===== config.mk =====
export PLATFORM = sky130hd
export DESIGN_NAME = ifetch_data_stage_flat
export DESIGN_NICKNAME = d
export VERILOG_FILES = /design/src/fetch_types_pkg.sv /design/src/fetch_if.sv /design/src/ifetch_data_stage.sv /design/src/flat_wrapper.sv
export VERILOG_INCLUDE_DIRS = /design/src
export SDC_FILE = /design/constraint.sdc
export NUM_CORES = 2
export LEC_CHECK = 0
export BUFFER_PORTS_ARGS = -buffer_cell sky130_fd_sc_hd__buf_2
export CAP_MARGIN = 5
export CELL_PAD_IN_SITES_DETAIL_PLACEMENT = 0
export CELL_PAD_IN_SITES_GLOBAL_PLACEMENT = 1
export CORE_MARGIN = 10
export CORE_UTILIZATION = 40
export DETAILED_ROUTE_END_ITERATION = 8
export PLACE_DENSITY = 0.58
export SYNTH_ARGS = -nofsm -noshare
export SYNTH_HDL_FRONTEND = slang
export SYNTH_SLANG_ARGS = --single-unit

===== constraint.sdc =====
create_clock -name clk -period 7.8 [get_ports clk]
set_input_delay 1.17 -clock clk [delete_from_list [all_inputs] [get_ports clk]]
set_output_delay 1.17 -clock clk [all_outputs]
set_load 0.05 [all_outputs]

===== src/fetch_macros.svh =====
// Instruction cache geometry and PC field widths for the fetch unit.
// Included by the type package and by each block that sizes an array
// or slices an address.
`ifndef FETCH_MACROS_SVH
`define FETCH_MACROS_SVH

// Two ways, so the way index is a single bit
`define FETCH_WAYS 2
`define FETCH_SETS 16

// Words per 16-byte line
`define LINE_WORDS 4

// A PC splits into {tag, set, offset}
`define OFFSET_BITS 4
`define SET_BITS 4
`define TAG_BITS 24

`endif


===== src/fetch_types_pkg.sv =====
// Vector types for addresses, cache indexes and line data.
// Imported by wildcard in the header of each module that uses them.
`default_nettype none

`include "fetch_macros.svh"

package fetch_types_pkg;

    // Instruction or address word
    typedef logic [31:0] word_t;

    typedef logic [`TAG_BITS-1:0] tag_t;
    typedef logic [`SET_BITS-1:0] set_idx_t;
    typedef logic [$clog2(`FETCH_WAYS)-1:0] way_idx_t;

    // Line address is {tag, set}
    typedef logic [`TAG_BITS+`SET_BITS-1:0] line_addr_t;

    // Word 0 in bits 127:96, as it arrives from memory
    typedef logic [`LINE_WORDS*32-1:0] line_data_t;

endpackage

`default_nettype wire


===== src/fetch_if.sv =====
// Internal buses of the fetch unit.
// tag_data_if links the tag stage to the data stage, fill_if links the
// fill engine to both pipeline stages.
`timescale 1ns/1ps
`default_nettype none

`include "fetch_macros.svh"

interface tag_data_if import fetch_types_pkg::*; ();
    logic req;
    word_t pc;
    tag_t tags [`FETCH_WAYS];
    logic valids [`FETCH_WAYS];
    way_idx_t lru_way;

    // Back from the data stage
    logic lru_update_en;
    way_idx_t lru_update_way;
    logic near_miss;

    modport tag
    (
        output req, pc, tags, valids, lru_way,
        input lru_update_en, lru_update_way, near_miss
    );

    modport data
    (
        input req, pc, tags, valids, lru_way,
        output lru_update_en, lru_update_way, near_miss
    );
endinterface

interface fill_if import fetch_types_pkg::*; ();
    logic miss_en;
    line_addr_t miss_line;
    way_idx_t miss_way;
    logic busy;
    logic tag_update_en;
    set_idx_t update_set;
    way_idx_t update_way;
    tag_t update_tag;
    logic data_update_en;
    line_data_t update_data;

    modport stage
    (
        input miss_en, busy, tag_update_en, update_set, update_way, update_tag,
        input data_update_en
    );

    modport data
    (
        output miss_en, miss_line, miss_way,
        input tag_update_en, update_set, update_way, update_tag,
        input data_update_en, update_data
    );

    modport fill
    (
        input miss_en, miss_line, miss_way,
        output busy, tag_update_en, update_set, update_way, update_tag,
        output data_update_en, update_data
    );
endinterface

`default_nettype wire


===== src/ifetch_data_stage.sv =====
// Second fetch stage. Checks the tags read by the tag stage, reads the
// hit line and returns the byte-swapped instruction word one cycle later.
// Reports alignment faults, starts line fills on a miss and asks the
// tag stage to retry when the line is being installed this cycle.
`timescale 1ns/1ps
`default_nettype none

`include "fetch_macros.svh"

module ifetch_data_stage
    import fetch_types_pkg::*;
(
    input logic clk,
    input logic reset,
    input logic flush,
    tag_data_if.data td,
    fill_if.data fl,
    output logic inst_valid,
    output word_t inst_word,
    output word_t inst_pc,
    output logic align_fault
);
    line_data_t data_mem [`FETCH_WAYS][`FETCH_SETS];
    tag_t pc_tag;
    set_idx_t pc_set;
    logic [`OFFSET_BITS-3:0] lane;
    logic [`FETCH_WAYS-1:0] way_hit;
    logic cache_hit;
    way_idx_t hit_way;
    logic active;
    logic misaligned;
    line_data_t line;
    word_t fetched;
    word_t swapped;

    assign pc_tag = td.pc[`OFFSET_BITS+`SET_BITS +: `TAG_BITS];
    assign pc_set = td.pc[`OFFSET_BITS +: `SET_BITS];
    assign misaligned = td.pc[1:0] != 2'b00;
    assign active = td.req && !flush;

    always_comb
    begin
        for (int w = 0; w < `FETCH_WAYS; w++)
            way_hit[w] = td.valids[w] && td.tags[w] == pc_tag;
    end

    assign cache_hit = |way_hit;
    // With two ways the upper hit bit is the way index
    assign hit_way = way_idx_t'(way_hit[1]);

    // Tag written this cycle for the line we want, data follows next cycle
    assign td.near_miss = active && !misaligned && !cache_hit
        && fl.tag_update_en
        && fl.update_set == pc_set
        && fl.update_tag == pc_tag;

    assign fl.miss_en = active && !misaligned && !cache_hit && !td.near_miss;
    assign fl.miss_line = {pc_tag, pc_set};
    assign fl.miss_way = td.lru_way;

    assign td.lru_update_en = active && !misaligned && cache_hit;
    assign td.lru_update_way = hit_way;

    // Data written this cycle is not yet in the array
    always_comb
    begin
        if (fl.data_update_en && fl.update_way == hit_way && fl.update_set == pc_set)
            line = fl.update_data;
        else
            line = data_mem[hit_way][pc_set];
    end

    // Word 0 sits in the top lane, so invert the offset
    assign lane = ~td.pc[`OFFSET_BITS-1:2];
    assign fetched = line[32 * lane +: 32];

    // Memory is big-endian
    assign swapped = {fetched[7:0], fetched[15:8], fetched[23:16], fetched[31:24]};

    always_ff @(posedge clk)
    begin
        if (fl.data_update_en)
            data_mem[fl.update_way][fl.update_set] <= fl.update_data;
        inst_word <= swapped;
        inst_pc <= td.pc;
    end

    always_ff @(posedge clk or posedge reset)
    begin
        if (reset)
        begin
            inst_valid <= 1'b0;
            align_fault <= 1'b0;
        end
        else
        begin
            inst_valid <= active && !misaligned && cache_hit;
            align_fault <= active && misaligned;
        end
    end

endmodule

`default_nettype wire


===== src/flat_wrapper.sv =====
// flat-port wrapper written by rule: the top's interface ports become plain ports
module ifetch_data_stage_flat import fetch_types_pkg::*;
  (clk, reset, flush, inst_valid, inst_word, inst_pc, align_fault, td_req, td_pc, td_tags, td_valids, td_lru_way, td_lru_update_en, td_lru_update_way, td_near_miss, fl_miss_en, fl_miss_line, fl_miss_way, fl_tag_update_en, fl_update_set, fl_update_way, fl_update_tag, fl_data_update_en, fl_update_data);
  tag_data_if td_i ();
  fill_if fl_i ();
  input logic clk;
  input logic reset;
  input logic flush;
  output logic inst_valid;
  output word_t inst_word;
  output word_t inst_pc;
  output logic align_fault;
  input wire logic [$bits(td_i.req)-1:0] td_req;
  input wire logic [$bits(td_i.pc)-1:0] td_pc;
  input wire logic [$bits(td_i.tags)-1:0] td_tags;
  input wire logic [$bits(td_i.valids)-1:0] td_valids;
  input wire logic [$bits(td_i.lru_way)-1:0] td_lru_way;
  output wire logic [$bits(td_i.lru_update_en)-1:0] td_lru_update_en;
  output wire logic [$bits(td_i.lru_update_way)-1:0] td_lru_update_way;
  output wire logic [$bits(td_i.near_miss)-1:0] td_near_miss;
  output wire logic [$bits(fl_i.miss_en)-1:0] fl_miss_en;
  output wire logic [$bits(fl_i.miss_line)-1:0] fl_miss_line;
  output wire logic [$bits(fl_i.miss_way)-1:0] fl_miss_way;
  input wire logic [$bits(fl_i.tag_update_en)-1:0] fl_tag_update_en;
  input wire logic [$bits(fl_i.update_set)-1:0] fl_update_set;
  input wire logic [$bits(fl_i.update_way)-1:0] fl_update_way;
  input wire logic [$bits(fl_i.update_tag)-1:0] fl_update_tag;
  input wire logic [$bits(fl_i.data_update_en)-1:0] fl_data_update_en;
  input wire logic [$bits(fl_i.update_data)-1:0] fl_update_data;
  assign td_i.req = td_req;
  assign td_i.pc = td_pc;
  assign td_i.tags = {>>{td_tags}};
  assign td_i.valids = {>>{td_valids}};
  assign td_i.lru_way = td_lru_way;
  assign td_lru_update_en = td_i.lru_update_en;
  assign td_lru_update_way = td_i.lru_update_way;
  assign td_near_miss = td_i.near_miss;
  assign fl_miss_en = fl_i.miss_en;
  assign fl_miss_line = fl_i.miss_line;
  assign fl_miss_way = fl_i.miss_way;
  assign fl_i.tag_update_en = fl_tag_update_en;
  assign fl_i.update_set = fl_update_set;
  assign fl_i.update_way = fl_update_way;
  assign fl_i.update_tag = fl_update_tag;
  assign fl_i.data_update_en = fl_data_update_en;
  assign fl_i.update_data = fl_update_data;
  ifetch_data_stage u_core (.clk(clk), .reset(reset), .flush(flush), .td(td_i), .fl(fl_i), .inst_valid(inst_valid), .inst_word(inst_word), .inst_pc(inst_pc), .align_fault(align_fault));
endmodule

======== After elaboration in Yosys (flattened, before gate mapping) ========
Memories as Yosys holds them, arrays and structs flattened.
Index checks and enable logic that the tools add are counted.
Widths: inputs -> output; s select.
cells by class
  $lt $le $gt $ge ......................... 3
  bitwise gates (word level) .............. 3
  reduce and logical (&&, ||, !) cells .... 20
  eq/ne operators ......................... 5
  multiplexer cells ....................... 8
  shift-type cells ........................ 1
operators with widths
  cell                count
  $mux 2048           1
  $bmux 128 s4        1
  $demux 128 s4       1
  $mux 128            4
  $shiftx 128x8->32   1
  $eq 24x24->1        3
  $logic_and 1x1->1   14
  $ge 5x5->1 const B  2
  $not 4->5           2
  $lt 5x1->1 const B  1
  $eq 4x4->1          1
  $logic_not 1->1     4
  $not 2->2           1
  $reduce_bool 2->1   1
  $reduce_or 2->1     1
  $eq 1x1->1          1
  $mux 1              1
storage, ports and cells
  flip-flop bits (word level) ............. 66
  word-level logic and storage cells ...... 45
  bits of input ports ..................... 246
  bits in writable memories ............... 4,096
  memories kept ........................... 1
memory list
  name             depth  width  rd ports  clocked after memory_dff  write ports  line                     source
  u_core.data_mem  2      2,048  1         0                         1            ifetch_data_stage.sv:23  line_data_t data_mem [`FETCH_WAYS][`FETCH_SETS];

======== Logic depth before layout (Yosys ltp) ========
  word-level depth ........................ 10
  gate-level depth with buffers ........... 16
  mapped depth without buffers ............ 11

======== Least setup slack after synthesis ========
OpenSTA, ideal clock, no wires.
  path type ............................... input to register
  start ................................... in fl_update_set[0]
  end ..................................... mem u_core.data_mem[1][384] (netlist bit) (enable)
  slack ................................... 0.210 ns
  stages on the path ...................... 3
  arrival ................................. 6.973 ns
  path buffers ............................ 1
  cell sequence ........................... or2_2 -> clkbuf_1 -> nor2_1
on the way
  word-level cells in the longest chain between the ends .. 6
  elaborated cells on any way between the ends .. 7
  those cells by class .................... 2 x order compare; 3 x mux; 1 x bitwise; 1 x reduce/logical
RTL lines
  element                                                                line                     source
  start: declaration                                                     flat_wrapper.sv:25       input wire logic [$bits(fl_i.update_set)-1:0] fl_update_set;
  $not 4->5 (not written as such) *                                      ifetch_data_stage.sv:83  data_mem[fl.update_way][fl.update_set] <= fl.update_data;
  $ge 5x5->1 (not written as such) / $lt 5x1->1 (equally long branches)  ifetch_data_stage.sv:83
  $logic_and 1x1->1 (not written as such)                                ifetch_data_stage.sv:83
  $mux 128 (not written as such)                                         ifetch_data_stage.sv:83
  $demux 128 s4 *                                                        ifetch_data_stage.sv:83
  $mux 2048 (not written as such) *                                      ifetch_data_stage.sv:83
  end: declaration                                                       ifetch_data_stage.sv:23
Every way passes the cells marked *; elsewhere a longest branch is shown, timed or not.

======== Worst setup path in the final report ========
  start ................................... in td_pc[11]
  end ..................................... reg u_core.inst_word[14]
on the way
  word-level cells in the longest chain between the ends .. 8
  elaborated cells on any way between the ends .. 11
  those cells by class .................... 2 x eq/ne; 1 x shift; 4 x mux; 3 x reduce/logical; 1 x memory
RTL lines
  element                                       line                     source
  start: declaration                            flat_wrapper.sv:14       input wire logic [$bits(td_i.pc)-1:0] td_pc;
  $eq 24x24->1 *                                ifetch_data_stage.sv:44  way_hit[w] = td.valids[w] && td.tags[w] == pc_tag;
  $logic_and 1x1->1 *                           ifetch_data_stage.sv:44
  $mem_v2 2x2048                                n/a
  $bmux 128 s4                                  ifetch_data_stage.sv:70  line = data_mem[hit_way][pc_set];
  $mux 128 (not written as such) (2 in series)  ifetch_data_stage.sv:70
  $mux 128 *                                    ifetch_data_stage.sv:67  if (fl.data_update_en && fl.update_way == hit_way && fl.update_set == pc_set)
  $shiftx 128x8->32 *                           ifetch_data_stage.sv:75  assign fetched = line[32 * lane +: 32];
  net u_core.fetched[22]                        ifetch_data_stage.sv:33  word_t fetched;
  end signal: assignment                        ifetch_data_stage.sv:84  inst_word <= swapped;
  end: declaration                              ifetch_data_stage.sv:19  output word_t inst_word,
Mark *: on every way through the listed nets, which the timed path passes. The rest lies on a longest branch. The select of a mux whose other input is x is not followed.

==> impl_metrics.toml <==
[outcome]
status = "finished clean"

[critical_path]
end_kind = "flip-flop"
critPathLaunchType = "input pin"
r2r_slack_ns = 4.53
critPathKind = "input pin to flip-flop"
cp.required_ns = 8.64
critPathArrivalTime_ns = 6.64
path_max_fanout = 78

[clocking]
path_clk_slew_ns = 0.06
htreeDepth = 5
max-clock-path-buffers = 4
cts_made_buffers = 440
post_cts_resized = 0
clkLatencyLatePin_ns = 1.00
clock_sinks = 4162
clockRootBuffer = "clkbuf_16"
cts_tree = "done"

[power]
ir_drop_mv = 0.189
p_int_mw = 37.2
power_density_nw_per_um2 = 260
pwr-share-comb_pct = 4.8
total_power_mw = 47.8
power_frac_clock_pct = 43.0
swShare_pct = 22.2
p_leak_nw = 60.8
switchingPower_mw = 10.6
seq_power_share_pct = 52.2

[route]
final_antenna_net_count = 0
vias = 88100
drc = 0
firstDrtPassIters = 6
wl_per_cell_um = 38.4
drtIter0Drc = 10900
routed_via_density = 6.09
routed_wl_um = 556000

[yosys]
yosysWarnings = 0
ys_ff_latch = 4162
synth_ff_type = "edfxtp_1"
synthesis.area_um2 = 160000
synth_top_family_by_area = "multiplexers"
synthXorXnorAreaFrac_pct = 0.415
synthArstFlopShare_pct = 0.0481
ys_types = 77
synth-compound-area-share_pct = 3.87
yosysSeqAreaShare_pct = 77.5
synth_enable_flop_cells = 4096
syn_nets = 8450
yosys.area_share.simple_pct = 3.62
postSynthAreaPerCell_um2 = 19.5
synthCells = 8204
synth_mux_area_share_pct = 13.1
synthAdderAreaFrac_pct = 0

[final_layout]
utilization_pct = 46.1
area_growth_pct = 14.8
fin_cells = 14500
seq_area_um2 = 124000
layout.nets = 9053
layout_commonest_cell = "edfxtp_1"
final_cell_mix = "4096 x edfxtp_1, 836 x nand2_1, 740 x mux4_2, 445 x clkbuf_16, 406 x mux2i_1"
drive_above_1_share_pct = 23.1
fill_cells = 33800
multiInputGateArea_um2 = 34100

[global_routing]
grt_use_total_pct = 25.3
grt_pass1_wl_um = 752000
grt_max_degree = 108
grt_pass1_vias = 87100
antenna_found_initial = 94
grt_overflow = 0

[floorplan]
io_pins = 345
placementRows = 232
core_um2 = 399000
dieArea_um2 = 427000
die_w_um = 653
die_h_um = 653
initial_utilization_pct = 40.1

[timing]
setup_viol = 0
post-route-period-util_pct = 74.4
tns_ns = 0
min_period_ns = 5.81
fmax_mhz = 172
worst_pin_slew_ns = 1.39
rsz0062_at_grt = "false"
slew_headroom_pct = 5.13
hold_viol = 0
finalClockSkew_ns = 0.0581
slew_violations = 0
whs_ns = 0.308

[place]
dp_hpwl_um = 309000
port_buffers = 342
dp.cells = 13600
gp_congestion = 0.817

[run]
maxCapViolCount = 0

[hold_path]
holdCritPathClass = "input pin to flip-flop"
[cell families (layout without fill, tap and decap cells)]
group,after synthesis,in the layout
AO/OA/AOI/OAI,940,940
buffers and inverters,503,1473
other,0,31
multiplexers,1169,1169
flip-flops,4162,4162
AND/OR/NAND/NOR,1354,1354
XOR/XNOR,76,76
[state kept, by name (all words and copies together) (netlist names)]
signal,count
u_core.inst_valid,1
u_core.inst_word,32
u_core.data_mem,4096
u_core.inst_pc,32
u_core.align_fault,1
[metal layers]
| layer | track usage (%) | vias up | share of wire [%] |
|---|---|---|---|
| met5 | 0 | - | 0.025 |
| met4 | 7.71 | 22 | 3.5 |
| met3 | 4.15 | 884 | 7.6 |
| met2 | 42.9 | 4206 | 49 |
| met1 | 33.8 | 48100 | 40 |
| li1 | - | 34900 | - |
[power groups by stage]
stage,clock network [mW],logic (mW),registers (mW)
after floorplan,0,0.843,25.5
after global placement,0,2.25,25.4
after detailed placement,0,2.28,25.5
after CTS,20.9,2.29,25.0
after global routing,21.7,2.37,25.0
final,20.6,2.29,25.0
[metrics by stage]
stage	area [µm²]	setup WS (ns)
2_1_floorplan	160000	0.210
3_3_place_gp	170000	0.467
3_5_place_dp	170000	1.07
4_1_cts	184000	2.08
5_1_grt	184000	1.80
6_report	184000	1.99
[cell usage after synthesis (all sizes together), types with 21 or more instances]
library cell     n  area, µm²
a2111oi         48        420
a211oi          42        315
a21oi          273       1370
a22oi           43        323
a31oi           90        563
a32oi           25        219
and3            21        131
buf            224       1330
clkbuf         272       1020
dfxtp           64       1280
edfxtp        4096     123000
mux2            23        259
mux2i          406       4060
mux4           740      16700
nand2          843       3170
nand3          146        731
nand4           25        156
nor2           122        458
nor3            81        405
nor4            56        357
o21ai           68        340
o22ai          165       1030
xnor2           57        499
[area by class of cell]
type                    count  area share, %
repair buffers            657           2.66
clock buffers             545           6.31
well taps                5265           3.58
diodes                     31         0.0421
multi-input cells        3539           18.5
clock inverters           264           1.32
flip-flops and latches   4162           67.5
inverters                   7         0.0251
[worst max-delay path, cell delays in order]
cell and delay [ns]:
buf_2 0.14, xnor2_1 0.20, nand4_1 0.18, nor4_4 0.05
buf_4 0.20, nand2_8 0.71, buf_12 0.50, buf_4 0.89
mux2i_1 0.28, o22ai_1 0.10, nor4_1 0.19, nor3_1 0.13
a2111oi_0 1.10, buf_4 0.41, nor4_1 0.08
[final timing paths]
path / cells after the start / to / from
max in group asynchronous: 3 / u_core.inst_valid$_DFF_PP0_ / reset
min in group asynchronous: 3 / u_core.align_fault$_DFF_PP0_ / reset
setup / recovery: 15 / u_core.inst_word[14]$_DFF_P_ / td_pc[11]
setup reg to reg: 6 / u_core.inst_word[27]$_DFF_P_ / u_core.data_mem[1][931]$_DFFE_PP_
hold / removal: 1 / u_core.inst_pc[1]$_DFF_P_ / td_pc[1]
hold reg to reg: 5 / u_core.inst_word[17]$_DFF_P_ / u_core.data_mem[0][1193]$_DFFE_PP_
[what timing repair did]
action	in CTS	in global routing
hold buffers	1	0
buffers inserted	0	0
hold endpoints to repair	2	0
Power figures use the tool's default switching activity.
