==> src/fetch_macros.svh <==
// Instruction cache geometry and PC field widths for the fetch unit.
// Included by the type package and by each block that sizes an array
// or slices an address.
`ifndef FETCH_MACROS_SVH
`define FETCH_MACROS_SVH

// Two ways, so the way index is a single bit
`define FETCH_WAYS 2
`define FETCH_SETS 16

// Words per 16-byte line
`define LINE_WORDS 4

// A PC splits into {tag, set, offset}
`define OFFSET_BITS 4
`define SET_BITS 4
`define TAG_BITS 24

`endif

==> src/fetch_types_pkg.sv <==
// Vector types for addresses, cache indexes and line data.
// Imported by wildcard in the header of each module that uses them.
`default_nettype none

`include "fetch_macros.svh"

package fetch_types_pkg;

    // Instruction or address word
    typedef logic [31:0] word_t;

    typedef logic [`TAG_BITS-1:0] tag_t;
    typedef logic [`SET_BITS-1:0] set_idx_t;
    typedef logic [$clog2(`FETCH_WAYS)-1:0] way_idx_t;

    // Line address is {tag, set}
    typedef logic [`TAG_BITS+`SET_BITS-1:0] line_addr_t;

    // Word 0 in bits 127:96, as it arrives from memory
    typedef logic [`LINE_WORDS*32-1:0] line_data_t;

endpackage

`default_nettype wire

==> src/fetch_ctl_pkg.sv <==
// State encodings for the tag stage and the line fill FSMs.
`default_nettype none

package fetch_ctl_pkg;

    typedef enum logic [1:0]
    {
        TS_IDLE,
        TS_WAIT_FILL,
        TS_RETRY
    } tag_state_t;

    typedef enum logic [1:0]
    {
        FS_IDLE,
        FS_READ,
        FS_WRITE_TAG,
        FS_WRITE_DATA
    } fill_state_t;

endpackage

`default_nettype wire

==> src/fetch_if.sv <==
// Internal buses of the fetch unit.
// tag_data_if links the tag stage to the data stage, fill_if links the
// fill engine to both pipeline stages.
`timescale 1ns/1ps
`default_nettype none

`include "fetch_macros.svh"

interface tag_data_if import fetch_types_pkg::*; ();
    logic req;
    word_t pc;
    tag_t tags [`FETCH_WAYS];
    logic valids [`FETCH_WAYS];
    way_idx_t lru_way;

    // Back from the data stage
    logic lru_update_en;
    way_idx_t lru_update_way;
    logic near_miss;

    modport tag
    (
        output req, pc, tags, valids, lru_way,
        input lru_update_en, lru_update_way, near_miss
    );

    modport data
    (
        input req, pc, tags, valids, lru_way,
        output lru_update_en, lru_update_way, near_miss
    );
endinterface

interface fill_if import fetch_types_pkg::*; ();
    logic miss_en;
    line_addr_t miss_line;
    way_idx_t miss_way;
    logic busy;
    logic tag_update_en;
    set_idx_t update_set;
    way_idx_t update_way;
    tag_t update_tag;
    logic data_update_en;
    line_data_t update_data;

    modport stage
    (
        input miss_en, busy, tag_update_en, update_set, update_way, update_tag,
        input data_update_en
    );

    modport data
    (
        output miss_en, miss_line, miss_way,
        input tag_update_en, update_set, update_way, update_tag,
        input data_update_en, update_data
    );

    modport fill
    (
        input miss_en, miss_line, miss_way,
        output busy, tag_update_en, update_set, update_way, update_tag,
        output data_update_en, update_data
    );
endinterface

`default_nettype wire

==> src/ifetch_tag_stage.sv <==
// First fetch stage. Takes a request, holds its PC and reads the tags,
// valid bits and LRU state for the data stage one cycle later.
// Re-issues the held PC after a near miss or when a line fill lands.
`timescale 1ns/1ps
`default_nettype none

`include "fetch_macros.svh"

module ifetch_tag_stage
    import fetch_types_pkg::*;
    import fetch_ctl_pkg::*;
(
    input logic clk,
    input logic reset,
    input logic flush,
    input logic fetch_valid,
    input word_t fetch_pc,
    output logic fetch_ready,
    tag_data_if.tag td,
    fill_if.stage fl
);
    tag_state_t state;
    tag_state_t state_next;
    word_t pc_q;
    logic pend_q;
    logic req_q;
    word_t req_pc_q;
    tag_t tag_mem [`FETCH_WAYS][`FETCH_SETS];
    logic [`FETCH_SETS-1:0] valid_mem [`FETCH_WAYS];
    logic [`FETCH_SETS-1:0] lru_q;
    tag_t tags_q [`FETCH_WAYS];
    logic valids_q [`FETCH_WAYS];
    logic [`FETCH_WAYS-1:0] fill_fwd;
    set_idx_t rd_set;
    set_idx_t req_set;
    logic accept;
    logic reissue;

    assign rd_set = pc_q[`OFFSET_BITS +: `SET_BITS];
    assign req_set = req_pc_q[`OFFSET_BITS +: `SET_BITS];

    // Only one request in flight, so results stay in order across a miss
    assign fetch_ready = state == TS_IDLE && !pend_q && !td.near_miss && !fl.busy;
    assign accept = fetch_valid && fetch_ready;
    assign reissue = td.near_miss
        || (state == TS_WAIT_FILL && fl.data_update_en && !flush);

    // A tag written this cycle must be seen by the read at this edge
    always_comb
    begin
        for (int w = 0; w < `FETCH_WAYS; w++)
            fill_fwd[w] = fl.tag_update_en && fl.update_way == way_idx_t'(w)
                && fl.update_set == rd_set;
    end

    always_comb
    begin
        state_next = state;
        case (state)
            TS_IDLE:
            begin
                if (fl.miss_en)
                    state_next = TS_WAIT_FILL;
                else if (td.near_miss)
                    state_next = TS_RETRY;
            end
            TS_WAIT_FILL:
            begin
                if (fl.data_update_en)
                    state_next = TS_RETRY;
            end
            default:
            begin
                // Re-issued request is in the data stage
                if (fl.miss_en)
                    state_next = TS_WAIT_FILL;
                else if (!td.near_miss)
                    state_next = TS_IDLE;
            end
        endcase
        if (flush)
            state_next = TS_IDLE;
    end

    always_ff @(posedge clk or posedge reset)
    begin
        if (reset)
        begin
            state <= TS_IDLE;
            pend_q <= 1'b0;
            req_q <= 1'b0;
            lru_q <= '0;
            for (int w = 0; w < `FETCH_WAYS; w++)
            begin
                valid_mem[w] <= '0;
                valids_q[w] <= 1'b0;
            end
        end
        else
        begin
            state <= state_next;
            pend_q <= accept;
            req_q <= pend_q || reissue;
            // LRU bit holds the victim, the way not just used
            if (td.lru_update_en)
                lru_q[req_set] <= ~td.lru_update_way;
            for (int w = 0; w < `FETCH_WAYS; w++)
            begin
                if (fl.tag_update_en && fl.update_way == way_idx_t'(w))
                    valid_mem[w][fl.update_set] <= 1'b1;
                valids_q[w] <= valid_mem[w][rd_set] || fill_fwd[w];
            end
        end
    end

    always_ff @(posedge clk)
    begin
        if (accept)
            pc_q <= fetch_pc;
        req_pc_q <= pc_q;
        if (fl.tag_update_en)
            tag_mem[fl.update_way][fl.update_set] <= fl.update_tag;
        for (int w = 0; w < `FETCH_WAYS; w++)
            tags_q[w] <= fill_fwd[w] ? fl.update_tag : tag_mem[w][rd_set];
    end

    assign td.req = req_q;
    assign td.pc = req_pc_q;
    assign td.tags = tags_q;
    assign td.valids = valids_q;
    assign td.lru_way = way_idx_t'(lru_q[req_set]);

endmodule

`default_nettype wire

==> src/flat_wrapper.sv <==
// flat-port wrapper written by rule: the top's interface ports become plain ports
module ifetch_tag_stage_flat import fetch_types_pkg::*; import fetch_ctl_pkg::*;
  (clk, reset, flush, fetch_valid, fetch_pc, fetch_ready, td_req, td_pc, td_tags, td_valids, td_lru_way, td_lru_update_en, td_lru_update_way, td_near_miss, fl_miss_en, fl_busy, fl_tag_update_en, fl_update_set, fl_update_way, fl_update_tag, fl_data_update_en);
  tag_data_if td_i ();
  fill_if fl_i ();
  input logic clk;
  input logic reset;
  input logic flush;
  input logic fetch_valid;
  input word_t fetch_pc;
  output logic fetch_ready;
  output wire logic [$bits(td_i.req)-1:0] td_req;
  output wire logic [$bits(td_i.pc)-1:0] td_pc;
  output wire logic [$bits(td_i.tags)-1:0] td_tags;
  output wire logic [$bits(td_i.valids)-1:0] td_valids;
  output wire logic [$bits(td_i.lru_way)-1:0] td_lru_way;
  input wire logic [$bits(td_i.lru_update_en)-1:0] td_lru_update_en;
  input wire logic [$bits(td_i.lru_update_way)-1:0] td_lru_update_way;
  input wire logic [$bits(td_i.near_miss)-1:0] td_near_miss;
  input wire logic [$bits(fl_i.miss_en)-1:0] fl_miss_en;
  input wire logic [$bits(fl_i.busy)-1:0] fl_busy;
  input wire logic [$bits(fl_i.tag_update_en)-1:0] fl_tag_update_en;
  input wire logic [$bits(fl_i.update_set)-1:0] fl_update_set;
  input wire logic [$bits(fl_i.update_way)-1:0] fl_update_way;
  input wire logic [$bits(fl_i.update_tag)-1:0] fl_update_tag;
  input wire logic [$bits(fl_i.data_update_en)-1:0] fl_data_update_en;
  assign td_req = td_i.req;
  assign td_pc = td_i.pc;
  assign td_tags = {>>{td_i.tags}};
  assign td_valids = {>>{td_i.valids}};
  assign td_lru_way = td_i.lru_way;
  assign td_i.lru_update_en = td_lru_update_en;
  assign td_i.lru_update_way = td_lru_update_way;
  assign td_i.near_miss = td_near_miss;
  assign fl_i.miss_en = fl_miss_en;
  assign fl_i.busy = fl_busy;
  assign fl_i.tag_update_en = fl_tag_update_en;
  assign fl_i.update_set = fl_update_set;
  assign fl_i.update_way = fl_update_way;
  assign fl_i.update_tag = fl_update_tag;
  assign fl_i.data_update_en = fl_data_update_en;
  ifetch_tag_stage u_core (.clk(clk), .reset(reset), .flush(flush), .fetch_valid(fetch_valid), .fetch_pc(fetch_pc), .fetch_ready(fetch_ready), .td(td_i), .fl(fl_i));
endmodule
==> config.mk <==
export PLATFORM = sky130hd
export DESIGN_NAME = ifetch_tag_stage_flat
export DESIGN_NICKNAME = d
export VERILOG_FILES = /design/src/fetch_types_pkg.sv /design/src/fetch_ctl_pkg.sv /design/src/fetch_if.sv /design/src/ifetch_tag_stage.sv /design/src/flat_wrapper.sv
export VERILOG_INCLUDE_DIRS = /design/src
export SDC_FILE = /design/constraint.sdc
export NUM_CORES = 1
export LEC_CHECK = 0
export CELL_PAD_IN_SITES_DETAIL_PLACEMENT = 0
export CELL_PAD_IN_SITES_GLOBAL_PLACEMENT = 1
export CORE_MARGIN = 2
export CORE_UTILIZATION = 50
export CTS_BUF_LIST = sky130_fd_sc_hd__clkbuf_8
export DETAILED_ROUTE_END_ITERATION = 12
export DONT_BUFFER_PORTS = 1
export PLACE_DENSITY_LB_ADDON = 0.1
export SLEW_MARGIN = 20
export SYNTH_ARGS = -nofsm -noshare
export SYNTH_HDL_FRONTEND = slang
export SYNTH_SLANG_ARGS = --single-unit
==> constraint.sdc <==
create_clock -name clk -period 2.04 [get_ports clk]
set_clock_uncertainty 0.05 [all_clocks]
set_input_delay 0.102 -clock clk [delete_from_list [all_inputs] [get_ports clk]]
set_output_delay 0.102 -clock clk [all_outputs]
set_load 0.01 [all_outputs]
## Word level (Yosys, flattened, before mapping)

Memory sizes are Yosys's and may differ from the RTL's.
Cells that the tools add are included.

- Register bits: 166
- Bits in writable memories: 768
- Input port bits: 72
- Output and inout port bits: 85
- Memories: 1

Memory list:

| memory | depth | bits a word | rd ports | clocked after memory_dff | write ports | line | RTL |
|---|---|---|---|---|---|---|---|
| u_core.tag_mem | 2 | 384 | 2 | 0 | 1 | ifetch_tag_stage.sv:28 | `` tag_t tag_mem [`FETCH_WAYS][`FETCH_SETS]; `` |

- Magnitude comparators: 8
- Equality and inequality tests: 5
- Muxes and demuxes: 30
- Bitwise logic cells: 6
- Reduce and logical (&&, ||, !) cells: 23

Operator list:

| kind | number |
|---|---|
| $mux 384 | 1 |
| $bmux 24 s4 | 2 |
| $mux 24 | 7 |
| $demux 24 s4 | 1 |
| $or 16x16->16 | 2 |
| $bwmux 16 | 1 |
| $lt 4x5->1 const B | 3 |
| $logic_and 1x1->1 | 13 |
| $bmux 1 s4 | 3 |
| $mux 2 | 6 |
| $ge 5x5->1 const B | 2 |
| $not 4->5 | 2 |
| $demux 1 s4 | 2 |
| $ge 4x1->1 const B | 2 |
| $mux 1 | 6 |
| $lt 5x1->1 const B | 1 |
| $ne 5x2->1 const B | 1 |
| $eq 4x4->1 | 1 |
| $logic_not 1->1 | 4 |
| $logic_or 1x1->1 | 4 |
| $ne 4x4->1 const B | 1 |
| $pmux 2 s2 | 1 |
| $ne 3x3->1 const B | 1 |
| $reduce_and 3->1 | 1 |
| other kinds (3) | 4 |

## Depth between registers and ports, before layout

- Word-level depth: 6
- Depth in mapped cells: 8
- Mapped depth without buffers: 4

## Least setup slack after synthesis

No wires, ideal clock.

- Kind: register -> register
- Start: reg u_core.state[0]
- End: reg u_core.pc_q[0] (enable)
- Library setup time: 0.393 ns
- Data arrival time: 1.847 ns
- Required time: 1.597 ns
- Setup slack: -0.249 ns
- Cell stages (with the launch flop): 3
- Path buffers: 0
- Clock period less this slack: 2.289 ns
- Cells stage by stage: dfrtp_1 > nor4b_1 > and2_1

- Cells in the longest elaborated chain, start to end: 5

RTL lines:

| what | line | RTL |
|---|---|---|
| start, declared | ifetch_tag_stage.sv:22 | `tag_state_t state;` |
| start signal, assigned | ifetch_tag_stage.sv:101 | `state <= state_next;` |
| $logic_not 2->1 | ifetch_tag_stage.sv:43 | `assign fetch_ready = state == TS_IDLE && !pend_q && !td.near_miss && !fl.busy;` |
| $logic_and 1x1->1 (3 in a row) | ifetch_tag_stage.sv:43 |  |
| via fetch_ready | flat_wrapper.sv:11 | `output logic fetch_ready;` |
| $logic_and 1x1->1 | ifetch_tag_stage.sv:44 | `assign accept = fetch_valid && fetch_ready;` |
| via u_core.accept | ifetch_tag_stage.sv:36 | `logic accept;` |
| end signal, assigned | ifetch_tag_stage.sv:119 | `pc_q <= fetch_pc;` |
| end, declared | ifetch_tag_stage.sv:24 | `word_t pc_q;` |

The timed path passes the listed nets, and every way through them passes these cells.
A chain may end at the register's enable or synchronous reset.

## Worst setup path in the final report

- Start: reg u_core.req_pc_q[4] (netlist: u_core.td.pc[4])
- End: out td_lru_way

- Cells in the longest elaborated chain, start to end: 2

RTL lines:

| what | line | RTL |
|---|---|---|
| start, declared | ifetch_tag_stage.sv:27 | `word_t req_pc_q;` |
| start signal, assigned | ifetch_tag_stage.sv:120 | `req_pc_q <= pc_q;` |
| $bmux 1 s4 | ifetch_tag_stage.sv:131 | `assign td.lru_way = way_idx_t'(lru_q[req_set]);` |
| $mux 1 (not written as such) | ifetch_tag_stage.sv:131 |  |
| end, declared | flat_wrapper.sv:16 | `output wire logic [$bits(td_i.lru_way)-1:0] td_lru_way;` |

No other way between the ends. The select of a mux whose other input is x is not followed.

==> impl_metrics.csv <==
group,metric,value,unit
run_status,status,"finished with violations",
run_status,violations,"negative setup slack",
placed_design,dp_slack,-0.3111,ns
logic_synthesis,synth_edf_count,800,
sta,final-setup-viol-count,41,
global_routing,gr-total-overflow,0,
logic_synthesis,synth_top_area_share,68.63,%
logic_synthesis,synth.net_count,1861,
sta,layout_setup_ws,-0.3538,ns
global_routing,grt_max_degree,55,
global_routing,track_usage,26.22,%
logic_synthesis,ys_top_cells_by_area,"edfxtp_1 (69%), mux4_2 (7.4%), mux2i_1 (5.7%)",
clocking,cts_tree,"built",
die,die_h,268.6,um
power,peakVddDrop,762.1,uV
sta,final_hold_viol_count,0,
run,maxCapViolCount,0,
clocking,clk-insertion-delay-late,0.80,ns
clocking,cts.sink_count,934,
clocking,clkTransAtPathRegs,0.07,ns
global_routing,grt_pass1_vias,19561,
setup_path,startpoint_type,"flip-flop",
logic_synthesis,yosysSeqAreaShare,77.07,%
finish,fill_cells,4884,
route,post_drt_wl_per_cell,28.44,um
clocking,cts.path.max_buffers,3,
setup_path,path_max_fanout,7,
die,ios,157,
sta,rsz0062_at_grt,"yes",
finish,nets,2300,
sta,post-route-period-util,117.3,%
route,drt_iter0_drc,1511,
clocking,cts-buffers-inserted,151,
setup_path,worstSetupEndpointType,"output port",
logic_synthesis,synth.distinct_cells,34,
placed_design,dp_hpwl,50.88,mm
logic_synthesis,yosys_warnings,0,
setup_path,critPathRequiredTime,1.89,ns
clocking,h-tree-depth,4,
global_routing,antenna_found_initial,3,
die,die_x,268.6,um
placed_design,io_buffers,0,
finish,utilization,63.91,%
die,die-area,0.07214,mm2
setup_path,path_class,"reg -> out",
global_routing,grt_pass1_wl,133.3,mm
placed_design,gp_congestion,0.7815,
logic_synthesis,async_flop_share,5.782,%
sta,slew_viol_final,0,
clocking,clockRootBuffer,"clkbuf_8",
sta,min_period,2.394,ns
finish,final_layout_size_suffix_gt1_share,35.57,%
power,p_total,38710,uW
power,p_per_area,869.4,mW/mm2
route,vias_per_cell,5.789,
route,route.antenna.remaining_nets,0,
worst_hold_path,hp-class,"in -> reg",
sta,max_clock_freq,0.4178,GHz
logic_synthesis,synth_top_flop_cell,"edfxtp_1",
sta,worst_pin_slew,0.6102,ns
logic_synthesis,syn_area,0.03500,mm2
setup_path,arrival,2.24,ns
logic_synthesis,synth.most_common_cell,"edfxtp_1",
logic_synthesis,synth_top_area_cell,"edfxtp_1",
route,drc,0,
route,totalWireLength,93.68,mm
die,row_count,97,
logic_synthesis,synth-seq-cells,934,
route,vias,19070,
power,p_leak,0.01572,uW
finish,area_growth,27.20,%
logic_synthesis,synth_cells,1789,
logic_synthesis,synth_common_cells,"edfxtp_1 (800), mux2i_1 (198), mux4_2 (115)",
sta,relSlewSlack,59.32,%
die,core_area,0.06966,mm2
die,start_util,50.25,%
logic_synthesis,syn_area_per_cell,19.57,um2
route,first_pass_iters,8,
-- power by group --
part | total [uW] | switching, uW | internal [uW]
clock network | 15100 | 7360 | 7750
registers | 21500 | 257 | 21200
logic | 2140 | 1090 | 1050
total | 38700 | 8700 | 30000
-- repair_timing --
item	4_1_cts	5_1_grt
pin swaps	85	40
hold endpoints to repair	1435	134
resized for setup	219	83
endpoints found under the setup margin	49	88
cloned	17	1
hold buffers	131	4
buffers inserted	51	31
-- sequential cells by signal, summed over array words and instances (netlist names), 2 cells and up --
name / count
u_core.lru_q: 16
u_core.pc_q: 32
u_core.state: 2
u_core.tag_mem: 768
u_core.td.pc: 32
u_core.td.tags: 48
u_core.td.valids: 2
u_core.valid_mem: 32
-- through the flow --
stage	setup TNS [ns]	hold slack (ns)	instances	cell area, um2
6_report	-3.129	0.07386	3294	44520
2_1_floorplan	-19.98	0.1151	1789	35030
5_1_grt	-5.376	0.04391	3294	44520
4_1_cts	-3.911	0.02755	3267	44120
3_5_place_dp	-4.091	0.01966	2800	37930
3_3_place_gp	-3.425	0.01378	2800	37930
-- area by class of cell --
| type | instances | area, um2 | share of cell area (%) |
|---|---|---|---|
| antenna | 4 | 10.01 | 0.02248 |
| clock buffer | 165 | 2271 | 5.100 |
| clock inverter | 110 | 565.5 | 1.270 |
| inverter | 4 | 15.01 | 0.03372 |
| multi-input combinational | 747 | 8536 | 19.17 |
| sequential | 934 | 26980 | 60.60 |
| tap | 940 | 1176 | 2.642 |
| timing repair buffer | 390 | 4970 | 11.16 |
-- worst max-delay path, cell delays in order, from the launching register on --
cell and delay, ns:
dfxtp_4 0.41, mux4_2 0.50, mux4_2 0.53
-- cells in the final DEF, fill, tap and decap left out, drive strengths merged, types with 2 or more instances in the layout --
master	instances
a22oi	92
o31ai	4
nand4	2
a21oi	50
edfxtp	800
bufinv	2
mux4	115
nand2b	7
inv	70
buf	279
clkinvlp	5
or2	44
diode	4
clkinv	37
mux2i	198
nand3b	4
a221oi	38
nor3	51
o21ai	7
mux2	40
and2	2
or3	2
nand3	12
nor2b	9
dlygate4sd3	110
clkbuf	166
nand2	10
nor2	41
dfxtp	80
a31oi	12
xnor2	4
dfrtp	54
-- metal layers --
metal / GRT usage [%] / part of all wire [%] / vias to the layer above
li1: - / - / 8199
met1: 36.55 / 42 / 10030
met2: 41.95 / 49 / 693
met3: 5.050 / 6.3 / 148
met4: 8.709 / 2.3 / 0
met5: 0 / 0 / -
-- path summary, 6_finish.rpt --
kind | slack, ns | from | depth (start not counted) | to
hold reg to reg | 0.29 | u_core.pc_q[26] | 0 | u_core.td.pc[26]
setup reg to reg | -0.19 | u_core.pc_q[5] | 8 | u_core.td.tags[45]
min in group asynchronous | 0.35 | reset | 4 | u_core.lru_q[2]
hold / removal | 0.07 | fl_update_set[0] | 3 | u_core.tag_mem[1][373]
max in group asynchronous | 1.31 | reset | 4 | u_core.td.valids[1]
setup / recovery | -0.35 | u_core.td.pc[4] | 2 | td_lru_way
-- kinds of logic after synthesis --
family | synth area share (%)
AND/OR/NAND/NOR | 2.777
XOR/XNOR | 0.1001
buffers and inverters | 1.669
multiplexers | 14.35
flip-flops | 77.07
AO/OA/AOI/OAI | 4.039
Note: power is estimated with default switching activity, not from simulation.
